`config.mk`:
```
export PLATFORM = sky130hd
export DESIGN_NAME = butterfly_unit
export DESIGN_NICKNAME = d
export VERILOG_FILES = /design/src/rtl/fixed_point_pkg.sv /design/src/rtl/butterfly_pkg.sv /design/src/rtl/fixed_mult.sv /design/src/rtl/complex_mult.sv /design/src/rtl/twiddle_rom.sv /design/src/rtl/butterfly.sv /design/src/rtl/butterfly_unit.sv
export SDC_FILE = /design/constraint.sdc
export NUM_CORES = 1
export LEC_CHECK = 0
export ABC_AREA = 1
export BUFFER_PORTS_ARGS = -buffer_cell sky130_fd_sc_hd__buf_2
export CORE_ASPECT_RATIO = 0.8
export CORE_MARGIN = 4
export CORE_UTILIZATION = 56
export CTS_CLUSTER_SIZE = 8
export DETAILED_ROUTE_END_ITERATION = 8
export PLACE_DENSITY = 0.72
export SYNTH_ARGS = -nofsm -noshare
export SYNTH_HDL_FRONTEND = slang
export SYNTH_SLANG_ARGS = --single-unit
```
`constraint.sdc`:
```
create_clock -name clk -period 11.05 [get_ports clk]
set_input_delay 0.5525 -clock clk [delete_from_list [all_inputs] [get_ports clk]]
set_output_delay 0.5525 -clock clk [all_outputs]
set_load 0.02 [all_outputs]
```
`src/rtl/fixed_point_pkg.sv`:
```
`default_nettype none

package fixed_point_pkg;

  // word width of one real or imaginary part
  localparam int sample_width = 16;

  // Q2.14, so +1.0 is 16384
  localparam int frac_bits = 14;

  // one real or imaginary part, two's complement
  typedef logic signed [sample_width-1:0] sample_t;

  // full product before the shift back to Q2.14
  typedef logic signed [2*sample_width-1:0] product_t;

endpackage

`default_nettype wire

```
`src/rtl/butterfly_pkg.sv`:
```
`default_nettype none

package butterfly_pkg;

  // transform size served by the twiddle table
  localparam int fft_points = 8;

  // a radix-2 stage only needs the first half of the twiddles, W8^0..W8^3
  localparam int twiddle_index_width = $clog2(fft_points) - 1;

  typedef logic [twiddle_index_width-1:0] twiddle_index_t;

  // sequencer of the shared-multiplier complex product
  typedef enum logic [2:0] {
    idle,
    mul_rr,
    mul_ii,
    mul_sum,
    done
  } cmul_state_t;

endpackage

`default_nettype wire

```
`src/rtl/fixed_mult.sv`:
```
`default_nettype none

module fixed_mult (
  input  fixed_point_pkg::sample_t a,
  input  fixed_point_pkg::sample_t b,
  output fixed_point_pkg::sample_t c
);

  import fixed_point_pkg::*;

  // full-width signed product, Q4.28
  product_t full;
  // product realigned to the Q2.14 binary point
  product_t shifted;

  // both operands sign-extended to 32 bits before the multiply
  assign full = product_t'(a) * product_t'(b);

  // arithmetic shift keeps the sign, i.e. rounds toward minus infinity
  assign shifted = full >>> frac_bits;

  // keep the low word, upper bits are dropped and the result wraps
  assign c = shifted[sample_width-1:0];

endmodule

`default_nettype wire

```
`src/rtl/complex_mult.sv`:
```
`default_nettype none

module complex_mult #(
  parameter int num_mults = 1
) (
  input  logic                     clk,
  input  logic                     reset,
  input  logic                     recv_val,
  output logic                     recv_rdy,
  output logic                     send_val,
  input  logic                     send_rdy,
  input  fixed_point_pkg::sample_t a_re,
  input  fixed_point_pkg::sample_t a_im,
  input  fixed_point_pkg::sample_t b_re,
  input  fixed_point_pkg::sample_t b_im,
  output fixed_point_pkg::sample_t c_re,
  output fixed_point_pkg::sample_t c_im
);

  import fixed_point_pkg::*;
  import butterfly_pkg::*;

  // c_re = a_re*b_re - a_im*b_im
  // c_im = (a_re + a_im)(b_re + b_im) - a_re*b_re - a_im*b_im
  // three real products instead of four

  generate
    if (num_mults == 3) begin : g_three
      sample_t a_sum;
      sample_t b_sum;
      sample_t p_rr;
      sample_t p_ii;
      sample_t p_sum;

      // operand sums wrap at 16 bits like every other add
      assign a_sum = a_re + a_im;
      assign b_sum = b_re + b_im;

      fixed_mult u_mult_rr (.a(a_re),  .b(b_re),  .c(p_rr));
      fixed_mult u_mult_ii (.a(a_im),  .b(b_im),  .c(p_ii));
      fixed_mult u_mult_sum (.a(a_sum), .b(b_sum), .c(p_sum));

      assign c_re = p_rr - p_ii;
      assign c_im = p_sum - p_rr - p_ii;

      // purely combinational, handshake passes straight through
      assign send_val = recv_val;
      assign recv_rdy = send_rdy;
    end else begin : g_one
      cmul_state_t state;
      cmul_state_t state_next;
      // set for one cycle after acceptance, kicks off the sequence
      logic    start;
      logic    accept;
      // operands latched at acceptance
      sample_t op_a_re;
      sample_t op_a_im;
      sample_t op_b_re;
      sample_t op_b_im;
      // shared multiplier
      sample_t mul_a;
      sample_t mul_b;
      sample_t mul_c;
      // stored partial products
      sample_t p_rr;
      sample_t p_ii;
      sample_t p_sum;

      // one item in flight, so only take new work when fully idle
      assign recv_rdy = (state == idle) && !start;
      assign accept   = recv_val && recv_rdy;
      assign send_val = (state == done);

      always_ff @(posedge clk) begin
        if (reset) begin
          state <= idle;
          start <= 1'b0;
        end else begin
          state <= state_next;
          start <= accept;
        end
      end

      always_ff @(posedge clk) begin
        if (accept) begin
          op_a_re <= a_re;
          op_a_im <= a_im;
          op_b_re <= b_re;
          op_b_im <= b_im;
        end
        // each product lands on the edge that leaves its state
        case (state)
          mul_rr:  p_rr  <= mul_c;
          mul_ii:  p_ii  <= mul_c;
          mul_sum: p_sum <= mul_c;
          default: ;
        endcase
      end

      always_comb begin
        state_next = state;
        // real x real by default
        mul_a = op_a_re;
        mul_b = op_b_re;
        case (state)
          idle: begin
            if (start) begin
              state_next = mul_rr;
            end
          end
          mul_rr: state_next = mul_ii;
          mul_ii: begin
            state_next = mul_sum;
            mul_a      = op_a_im;
            mul_b      = op_b_im;
          end
          mul_sum: begin
            state_next = done;
            // sums wrap at 16 bits
            mul_a      = op_a_re + op_a_im;
            mul_b      = op_b_re + op_b_im;
          end
          done: begin
            // hold the result until the consumer takes it
            if (send_rdy) begin
              state_next = idle;
            end
          end
          default: state_next = idle;
        endcase
      end

      fixed_mult u_mult (.a(mul_a), .b(mul_b), .c(mul_c));

      // outputs only meaningful in done
      assign c_re = p_rr - p_ii;
      assign c_im = p_sum - p_rr - p_ii;
    end
  endgenerate

endmodule

`default_nettype wire

```
`src/rtl/twiddle_rom.sv`:
```
`default_nettype none

module twiddle_rom (
  input  butterfly_pkg::twiddle_index_t index,
  output fixed_point_pkg::sample_t      w_re,
  output fixed_point_pkg::sample_t      w_im
);

  import fixed_point_pkg::*;

  // W8^k = exp(-j*2*pi*k/8) = cos(2*pi*k/8) - j*sin(2*pi*k/8)
  // stored as (cos, -sin) in Q2.14
  // 11585 is round(16384 / sqrt(2))

  always_comb begin
    // unity twiddle unless the index says otherwise
    w_re = sample_t'(16384);
    w_im = sample_t'(0);
    case (index)
      // W8^0 = 1
      2'd0: begin
        w_re = sample_t'(16384);
        w_im = sample_t'(0);
      end
      // W8^1 = (1 - j) / sqrt(2)
      2'd1: begin
        w_re = sample_t'(11585);
        w_im = sample_t'(-11585);
      end
      // W8^2 = -j
      2'd2: begin
        w_re = sample_t'(0);
        w_im = sample_t'(-16384);
      end
      // W8^3 = (-1 - j) / sqrt(2)
      2'd3: begin
        w_re = sample_t'(-11585);
        w_im = sample_t'(-11585);
      end
      default: begin
        w_re = sample_t'(16384);
        w_im = sample_t'(0);
      end
    endcase
  end

endmodule

`default_nettype wire

```
`src/rtl/butterfly.sv`:
```
`default_nettype none

module butterfly #(
  parameter int num_mults = 1
) (
  input  logic                     clk,
  input  logic                     reset,
  input  logic                     in_val,
  output logic                     in_rdy,
  input  fixed_point_pkg::sample_t x0_re,
  input  fixed_point_pkg::sample_t x0_im,
  output logic                     mul_recv_val,
  input  logic                     mul_recv_rdy,
  input  logic                     mul_send_val,
  output logic                     mul_send_rdy,
  input  fixed_point_pkg::sample_t t_re,
  input  fixed_point_pkg::sample_t t_im,
  output logic                     out_val,
  input  logic                     out_rdy,
  output fixed_point_pkg::sample_t y0_re,
  output fixed_point_pkg::sample_t y0_im,
  output fixed_point_pkg::sample_t y1_re,
  output fixed_point_pkg::sample_t y1_im
);

  import fixed_point_pkg::*;

  // x0 that pairs with the current product
  sample_t x0_re_use;
  sample_t x0_im_use;
  // product transfer from the multiplier
  logic    load;

  // the input is accepted exactly when the multiplier takes x1
  assign mul_recv_val = in_val;
  assign in_rdy       = mul_recv_rdy;

  // output register free, or emptied this cycle
  assign mul_send_rdy = !out_val || out_rdy;
  assign load         = mul_send_val && mul_send_rdy;

  generate
    if (num_mults == 3) begin : g_live
      // product comes back in the accepting cycle, x0 is still on the inputs
      assign x0_re_use = x0_re;
      assign x0_im_use = x0_im;
    end else begin : g_hold
      sample_t x0_re_q;
      sample_t x0_im_q;

      // keep x0 for the length of the multiply
      always_ff @(posedge clk) begin
        if (in_val && mul_recv_rdy) begin
          x0_re_q <= x0_re;
          x0_im_q <= x0_im;
        end
      end

      assign x0_re_use = x0_re_q;
      assign x0_im_use = x0_im_q;
    end
  endgenerate

  always_ff @(posedge clk) begin
    if (reset) begin
      out_val <= 1'b0;
    end else if (load) begin
      out_val <= 1'b1;
    end else if (out_rdy) begin
      out_val <= 1'b0;
    end
  end

  // y0 = x0 + t, y1 = x0 - t, both wrap at 16 bits
  always_ff @(posedge clk) begin
    if (load) begin
      y0_re <= x0_re_use + t_re;
      y0_im <= x0_im_use + t_im;
      y1_re <= x0_re_use - t_re;
      y1_im <= x0_im_use - t_im;
    end
  end

endmodule

`default_nettype wire

```
`src/rtl/butterfly_unit.sv`:
```
`default_nettype none

module butterfly_unit #(
  parameter int num_mults = 1
) (
  input  logic                          clk,
  input  logic                          reset,
  input  logic                          in_val,
  output logic                          in_rdy,
  input  fixed_point_pkg::sample_t      x0_re,
  input  fixed_point_pkg::sample_t      x0_im,
  input  fixed_point_pkg::sample_t      x1_re,
  input  fixed_point_pkg::sample_t      x1_im,
  input  butterfly_pkg::twiddle_index_t twiddle_index,
  output logic                          out_val,
  input  logic                          out_rdy,
  output fixed_point_pkg::sample_t      y0_re,
  output fixed_point_pkg::sample_t      y0_im,
  output fixed_point_pkg::sample_t      y1_re,
  output fixed_point_pkg::sample_t      y1_im
);

  import fixed_point_pkg::*;

  // twiddle factor, straight from the table
  sample_t w_re;
  sample_t w_im;
  // t = w * x1
  sample_t t_re;
  sample_t t_im;
  // handshake between butterfly and multiplier
  logic    mul_recv_val;
  logic    mul_recv_rdy;
  logic    mul_send_val;
  logic    mul_send_rdy;

  twiddle_rom u_twiddle_rom (
    .index (twiddle_index),
    .w_re  (w_re),
    .w_im  (w_im)
  );

  complex_mult #(
    .num_mults (num_mults)
  ) u_complex_mult (
    .clk      (clk),
    .reset    (reset),
    .recv_val (mul_recv_val),
    .recv_rdy (mul_recv_rdy),
    .send_val (mul_send_val),
    .send_rdy (mul_send_rdy),
    .a_re     (x1_re),
    .a_im     (x1_im),
    .b_re     (w_re),
    .b_im     (w_im),
    .c_re     (t_re),
    .c_im     (t_im)
  );

  butterfly #(
    .num_mults (num_mults)
  ) u_butterfly (
    .clk          (clk),
    .reset        (reset),
    .in_val       (in_val),
    .in_rdy       (in_rdy),
    .x0_re        (x0_re),
    .x0_im        (x0_im),
    .mul_recv_val (mul_recv_val),
    .mul_recv_rdy (mul_recv_rdy),
    .mul_send_val (mul_send_val),
    .mul_send_rdy (mul_send_rdy),
    .t_re         (t_re),
    .t_im         (t_im),
    .out_val      (out_val),
    .out_rdy      (out_rdy),
    .y0_re        (y0_re),
    .y0_im        (y0_im),
    .y1_re        (y1_re),
    .y1_im        (y1_im)
  );

endmodule

`default_nettype wire

```
# After elaboration in Yosys (flattened, before gate mapping)
# Cells that the tools add are included.
[word_totals]
regBits = 213
elab_cells = 55
[op_classes]
n_addsub = 9
multipliers = 1
n_eq_ne = 9
muxes = 9
n_reduce_logical = 11
[op_table]
columns = ["cell", "n"]
rows = [
  ["16-bit subtractor", 5],
  ["16-bit adder", 4],
  ["16-bit case mux with 2 select lines", 2],
  ["16-bit case mux with 4 select lines", 1],
  ["16-bit case mux with 3 select lines", 1],
  ["16-bit by 16-bit multiplier with 30-bit output", 1],
  ["3-bit case mux with 5 select lines", 1],
  ["3-bit by 2-bit == test with 1-bit output (second input constant)", 2],
  ["3-bit 2-to-1 mux", 2],
  ["2-bit == test (second input constant)", 2],
  ["3-bit by 1-bit == test with 1-bit output (second input constant)", 1],
  ["3-bit == test (second input constant)", 1],
  ["1-bit logical AND", 3],
  ["3-bit zero test", 1],
  ["2-bit by 1-bit == test with 1-bit output (second input constant)", 1],
  ["1-bit zero test", 2],
  ["2-bit zero test", 1],
  ["1-bit 2-to-1 mux", 2],
  ["2-bit by 1-bit != test with 1-bit output (second input constant)", 1],
  ["2-bit != test (second input constant)", 1],
  ["2-bit AND reduction", 1],
  ["2-bit nonzero test", 1],
  ["2-bit OR reduction", 1],
  ["1-bit logical OR", 1],
]

# Longest topological paths before layout
# Gate-level depths: netlist (run 1).
[depth]
ltp_word = 4
ltp_mapped = 39

# Modules after synthesis
# Synthesis (run 1) repeated with hierarchy kept, for this count alone.
[unflattened]
cells_unflattened = 3259
hier_area_um2 = 25421.9
[modules_own_cells]
columns = ["module", "n_inst", "cells_each", "area_per_inst_um2"]
rows = [
  ["fixed_mult", 1, 1417, 10237.3],
  ["complex_mult", 1, 979, 8196.6],
  ["butterfly", 1, 825, 6717.7],
  ["twiddle_rom", 1, 38, 270.3],
]

# Worst setup path after synthesis (run 1)
# Ideal clock, no wire load.
[synth_path]
kind = "input -> register"
startpoint = "input port out_rdy"
endpoint = "register u_butterfly.y0_im[10] (enable)"
arrival_time_ns = 6.468
required_time_ns = 10.415
setup_slack_ns = 3.947
path_stages = 2
path_cell_list = "nor2_1 -> nor4_1"
[synth_via]
elab_chain_len = 2
[synth_rtl]
columns = ["item", "line", "rtl"]
rows = [
  ["start, declared", "butterfly_unit.sv:16", "input logic out_rdy,"],
  ["1-bit logical OR", "butterfly.sv:39", "assign mul_send_rdy = !out_val || out_rdy;"],
  ["1-bit logical AND", "butterfly.sv:40", "assign load = mul_send_val && mul_send_rdy;"],
  ["net u_butterfly.load", "butterfly.sv:32", "logic load;"],
  ["end signal, assigned", "butterfly.sv:78", "y0_im <= x0_im_use + t_im;"],
  ["end, declared", "butterfly.sv:21", "output fixed_point_pkg::sample_t y0_im,"],
]
# The timed path passes the listed nets, and every way through them passes these cells.
# A chain may end at the register's enable or synchronous reset.

# Final worst setup path (run 1)
[layout_path]
startpoint = "register u_complex_mult.g_one.op_b_re[0]"
endpoint = "register u_complex_mult.g_one.p_sum[14], data pin"
[layout_via]
elab_chain_len = 3
[layout_rtl]
columns = ["item", "line", "rtl"]
rows = [
  ["start, declared", "complex_mult.sv:58", "sample_t op_b_re;"],
  ["start signal, assigned", "complex_mult.sv:88", "op_b_re <= b_re;"],
  ["16-bit adder", "complex_mult.sv:121", "mul_b = op_b_re + op_b_im;"],
  ["16-bit case mux with 2 select lines *", "complex_mult.sv:105", "case (state)"],
  ["16-bit by 16-bit multiplier with 30-bit output *", "fixed_mult.sv:17", "assign full = product_t'(a) * product_t'(b);"],
  ["net u_complex_mult.g_one.mul_c[14]", "complex_mult.sv:63", "sample_t mul_c;"],
  ["end signal, assigned", "complex_mult.sv:95", "mul_sum: p_sum <= mul_c;"],
  ["end, declared", "complex_mult.sv:67", "sample_t p_sum;"],
]
# Mark *: on every way through the listed nets, which the timed path passes. The rest lies on a longest branch.

==> flow_summary.yaml, run 1 <==
setup_path:
  reg2reg_depth: 24
  cp_data_arrival_time_ns: 8.16
  r2r_end: "u_complex_mult.g_one.p_sum[14]$_DFFE_PP_"
  crit_fanout: 23
  r2r-start: "u_complex_mult.g_one.op_b_re[0]$_DFFE_PP_"
  end_kind: "flop"
  cp-start-kind: "flop"
  crit_type: "reg -> reg"
  r2r_setup_slack_ns: 3.11
  cp.required_ns: 11.27
synthesis:
  synthAdderAreaFrac_pct: 37.3
  synth_warnings: 0
  yosys-top-cells-area: "fa_1 (25%), edfxtp_1 (25%), ha_1 (12%)"
  yosysSeqAreaShare_pct: 25.6
  yosysTopAreaCell: "fa_1"
  synth_top_family_by_area: "adder cells"
  synth_mux_area_share_pct: 0
  ys_types: 56
  synth_edf_count: 179
  yosys.area_share.xor_xnor_pct: 4.46
  synth_simple_gate_area_share_pct: 15.1
  mappedNetlistNets: 2940
  synth_cells: 2395
  synth-seq-cells: 184
  avgSynthCellArea_um2: 8.93
  synth-compound-area-share_pct: 6.81
  synthesis.area_um2: 21400
  async_reset_ff_share_pct: 0
  synth_top_area_share_pct: 25.4
  synth_ff_type: "edfxtp_1"
route:
  vias: 16100
  vias_per_cell: 5.34
  wl_mm: 51.2
  drtAntennaViolNets: 0
  routed-wl-met3_mm: 3.38
  dr.pass1.iters: 6
  wl_met2_mm: 24.8
  drc: 0
  initialDrtViolationCount: 1365
  highest_layer: "met4"
  wl_met1_mm: 21.3
  wl_per_cell_um: 17.0
sta:
  maxSlewViolCount: 0
  fmax_mhz: 126
  period_needed_ns: 7.94
  clock_skew_ns: 0.0158
  tns_ns: 0
  fin_crit_sh_pct: 71.8
  max_slew_margin_pct: 7.73
  rsz0062_at_grt: "no"
  tightestPinTransition_ns: 1.38
  setup_violations: 0
  finalHoldViolCount: 0
min_path:
  min_path_type: "in -> reg"
  whs_path_depth: 1
  min_to: "u_butterfly.g_hold.x0_im_q[6]$_DFFE_PP_"
  hp-start: "x0_im[6]"
floorplan:
  start_util_pct: 57.3
  num_io_pins: 136
  die_y_um: 183
  fp.dieW_um: 227
  core_area_um2: 37400
  num_rows: 63
  dieArea_um2: 41400
final_layout:
  drive_gt1_share_pct: 8.83
  fill_cells: 3239
  areaGrowthSynthToFinish_pct: 8.29
  n_antenna_cell: 0
  instances_no_fill: 3012
  post-route-util_pct: 62.0
  final_nets: 3057
clock_network:
  clock-root-buffer: "clkbuf_16"
  cts_sinks: 184
  ctsHoldBuffers: 0
  cts-resized-gates: 0
  clockBufferDepth: 2
  clk_latency_ns: 0.48
  cts_made_buffers: 17
  cts_tree: "built"
  post_cts_buffers: 0
  clkTransAtPathRegs_ns: 0.08
  htree_levels: 4
status:
  outcome: "finished, final reports clean"
flow_run:
  drv_cap: 0
place:
  io_buffers: 135
  place_hpwl_mm: 42.3
  dp_cells: 2980
  gp_congestion: 0.964
grt:
  grt_pass1_wl_mm: 84.1
  grt_max_degree: 70
  grt_usage_pct: 25.6
  grt-ovfl-total: 0
  antenna_found_initial: 0
  grt_pass1_vias: 16700
==> cell usage in the layout, fill, tap and decap left out, drive strengths merged, types with 12 or more instances in the layout <==
cell	n
inv	561
nor4	12
fa	271
ha	204
a21oi	138
nand2	411
o21ai	62
or2	13
edfxtp	179
xor2	91
xnor2	18
nor2	212
nand3	91
clkbuf	18
nor3	18
buf	143
==> routing by layer <==
metal / vias to the layer above / global-route usage [%]
met4: 0 / 9.96
met1: 7728 / 32.9
met2: 580 / 43.9
li1: 7652 / -
met3: 112 / 4.32
met5: - / 0
==> worst max-delay path by stage <==
stage,start,to,slack (ns)
after CTS,u_complex_mult.g_one.op_b_re[0]$_DFFE_PP_,u_complex_mult.g_one.p_sum[14]$_DFFE_PP_,3.16
after detailed placement,u_complex_mult.g_one.op_b_re[0]$_DFFE_PP_,u_complex_mult.g_one.p_rr[14]$_DFFE_PP_,3.15
after global routing,u_complex_mult.g_one.op_b_re[0]$_DFFE_PP_,u_complex_mult.g_one.p_ii[15]$_DFFE_PN_,2.59
final,u_complex_mult.g_one.op_b_re[0]$_DFFE_PP_,u_complex_mult.g_one.p_sum[14]$_DFFE_PP_,3.11
after floorplan,out_rdy,u_butterfly.y0_im[10]$_DFFE_PP_,3.95
after global placement,u_complex_mult.g_one.op_b_re[0]$_DFFE_PP_,u_complex_mult.g_one.p_ii[14]$_DFFE_PN_,3.28
==> layout make-up <==
| type | instances | area, um^2 | area share [%] |
|---|---|---|---|
| flip-flops and latches | 184 | 5480 | 23.6 |
| repair buffers | 143 | 736 | 3.18 |
| clock inverters | 14 | 189 | 0.815 |
| inverters | 556 | 2090 | 9.03 |
| well taps | 487 | 609 | 2.63 |
| multi-input cells | 1610 | 13600 | 58.9 |
| clock buffers | 18 | 429 | 1.85 |
==> state kept, by name (all words and copies together) (netlist names), 15 cells and up <==
name,cells
u_butterfly.y1_im,16
u_butterfly.y0_re,15
u_complex_mult.g_one.p_ii,16
u_butterfly.y1_re,16
u_complex_mult.g_one.op_a_re,16
u_complex_mult.g_one.p_sum,16
u_butterfly.y0_im,15
u_butterfly.g_hold.x0_re_q,16
u_complex_mult.g_one.p_rr,16
u_complex_mult.g_one.op_a_im,16
u_butterfly.g_hold.x0_im_q,16
==> cells in the mapped netlist (8+ instances only) <==
master    number
a21oi_1      136
o21bai_1       9
clkbuf_1      30
nand3_1       88
xor2_1        91
nor4_1        12
nor3_1        17
nor2_1       210
nand2_1      396
o21ai_1        8
xnor2_1       18
inv_1        550
ha_1         204
fa_1         271
nand4_1       10
or2_2         13
nand2_2       12
edfxtp_1     179
buf_2          9
o21ai_0       53
==> worst max-delay path, stage by stage (launching register included) <==
cell	delay, ns
edfxtp_1	0.51
inv_1	0.26
fa_1	0.26
inv_1	0.08
fa_1	0.48
nand2_1	0.05
nand2_1	0.10
nand2_1	0.50
nor2_1	0.47
inv_1	0.10
fa_1	0.55
fa_1	0.51
inv_1	0.29
fa_1	0.50
fa_1	0.58
fa_1	0.43
fa_1	0.44
ha_1	0.39
a21o_1	0.21
nor2_1	0.20
nor2_1	0.07
a2111oi_0	0.45
nand2_1	0.11
nand2_1	0.07
nand2_1	0.07
==> stage by stage <==
step           setup WS, ns  area [um^2]  hold slack (ns)
2_1_floorplan          3.95        21400            0.528
3_3_place_gp           3.28        22600            0.543
3_5_place_dp           3.15        22600            0.578
4_1_cts                3.16        23200            0.225
5_1_grt                2.59        23200            0.233
6_report               3.11        23200            0.246
==> logic make-up (layout without fill, tap and decap cells) <==
| family | Yosys count | count (layout) |
|---|---|---|
| flops | 184 | 184 |
| fa+ha+maj | 475 | 475 |
| xor+xnor | 109 | 109 |
| compound gates | 254 | 254 |
| buf+inv | 601 | 731 |
| simple gates | 772 | 772 |
Power of run 1 is left out: the tool's default activity adds up to more than one toggle a clock period on the data nets, which glitch-free logic cannot reach.
==> run 2: changes to the inputs <==
- PLACE_DENSITY: 0.72 -> 0.75
- clock period: 11.05 -> 6.8 ns (I/O delays scaled with it)
==> flow_summary.yaml, run 2 (same netlist as run 1, synthesis figures left out) <==
status:
  outcome: "finished with violations"
  violations: "negative setup slack"
setup_path:
  cp_data_arrival_time_ns: 7.27
  crit_fanout: 6
  cp-start-kind: "flop"
  cpPeakStageDelay_ns: 0.56
  crit_type: "reg -> reg"
  critPathBufInv: 7
  cpMostUsedCell: "fa_1"
  end_kind: "flop"
  slowest_stage: "fa_1"
  cp.required_ns: 7.03
  cp_top_family: "adder cells"
grt:
  grt_pass1_vias: 18100
  grt_usage_pct: 27.4
  antenna_found_initial: 0
  grt_pass1_wl_mm: 90.4
  grt_max_degree: 70
  grt-ovfl-total: 0
floorplan:
  start_util_pct: 57.3
  num_rows: 63
  core_area_um2: 37400
  dieArea_um2: 41400
  die_y_um: 183
  fp.dieW_um: 227
  num_io_pins: 136
sta:
  tns_ns: -3.01
  max_slew_margin_pct: 29.9
  fin_crit_sh_pct: 104
  finalHoldViolCount: 0
  period_needed_ns: 7.05
  layout_setup_ws_ns: -0.249
  clock_skew_ns: 0.0162
  fmax_mhz: 142
  setup_violations: 33
  maxSlewViolCount: 0
  tightestPinTransition_ns: 1.03
  rsz0062_at_grt: "yes"
route:
  wl_mm: 58.5
  initialDrtViolationCount: 1166
  drtAntennaViolNets: 0
  wl_per_cell_um: 17.8
  vias: 17700
  drc: 0
  dr.pass1.iters: 5
  vias_per_cell: 5.39
min_path:
  min_path_type: "in -> reg"
clock_network:
  cts_made_buffers: 17
  clock-root-buffer: "clkbuf_16"
  ctsHoldBuffers: 0
  cts_sinks: 184
  clkTransAtPathRegs_ns: 0.08
  clk_latency_ns: 0.47
  clockBufferDepth: 2
  cts_tree: "built"
  htree_levels: 4
final_layout:
  design_area_um2: 27000
  layout_common_cells: "inv_1 (504), nand2_1 (331), fa_1 (246), buf_4 (244), edfxtp_1 (179)"
  n_antenna_cell: 0
  post-route-util_pct: 72.4
  drive_gt1_share_pct: 29.1
  layout.area.seq_um2: 5480
  final_nets: 3330
  multi_input_area_um2: 15200
  fill_cells: 2652
  areaGrowthSynthToFinish_pct: 26.4
  layout_commonest_cell: "inv_1"
place:
  place_hpwl_mm: 45.0
  gp_congestion: 0.969
  placed_area_um2: 24300
  io_buffers: 135
flow_run:
  drv_cap: 0
[run 2: cell types whose count changed in the layout (fill, tap and decap cells not counted), sizes merged]
cell      delta
clkinv       -2
inv          -2
buf        +273
clkinvlp     +4
[run 2: worst paths after layout]
check / slack [ns] / start / cells past startpoint / end
max: -0.25 / u_complex_mult.g_one.op_a_re[12]$_DFFE_PP_ / 34 / u_complex_mult.g_one.p_ii[14]$_DFFE_PN_
min: 0.04 / x0_im[0] / 1 / u_butterfly.g_hold.x0_im_q[0]$_DFFE_PP_
max reg2reg: -0.25 / u_complex_mult.g_one.op_a_re[12]$_DFFE_PP_ / 34 / u_complex_mult.g_one.p_ii[14]$_DFFE_PN_
min reg2reg: 0.57 / u_complex_mult.g_one.state[2]$_SDFFE_PP0P_ / 3 / u_complex_mult.g_one.state[0]$_SDFFE_PP0P_
[run 2: what timing repair did]
action                                  4_1_cts  5_1_grt
gates resized for setup                     169      267
pin swaps                                    74      134
buffers inserted                             21       37
endpoints found under the setup margin       48       48
[run 2: final cells by class]
cell class	count	area share, %
Clock buffer	18	1.59
Clock inverter	14	0.699
Inverter	556	7.78
Multi-Input combinational cell	1610	56.4
Sequential cell	184	20.3
Tap cell	487	2.25
Timing Repair Buffer	416	11.1
[run 2: metrics by stage]
stage	setup slack (ns)	std cells	hold slack (ns)
2_1_floorplan	0.0355	2395	0.409
6_report	-0.249	3285	0.0361
3_3_place_gp	-0.205	3198	0.516
4_1_cts	-0.0548	3249	0.0165
5_1_grt	-0.502	3285	0.0181
3_5_place_dp	-0.358	3198	0.518
[run 2: per-layer routing]
metal,vias up,part of all wire [%],global-route usage (%)
met2,716,49,47.6
met5,-,0,0
met4,0,3.2,8.76
met1,8644,41,35.2
met3,145,6.6,4.77
li1,8187,-,-
Power of run 2 is left out for the same reason.
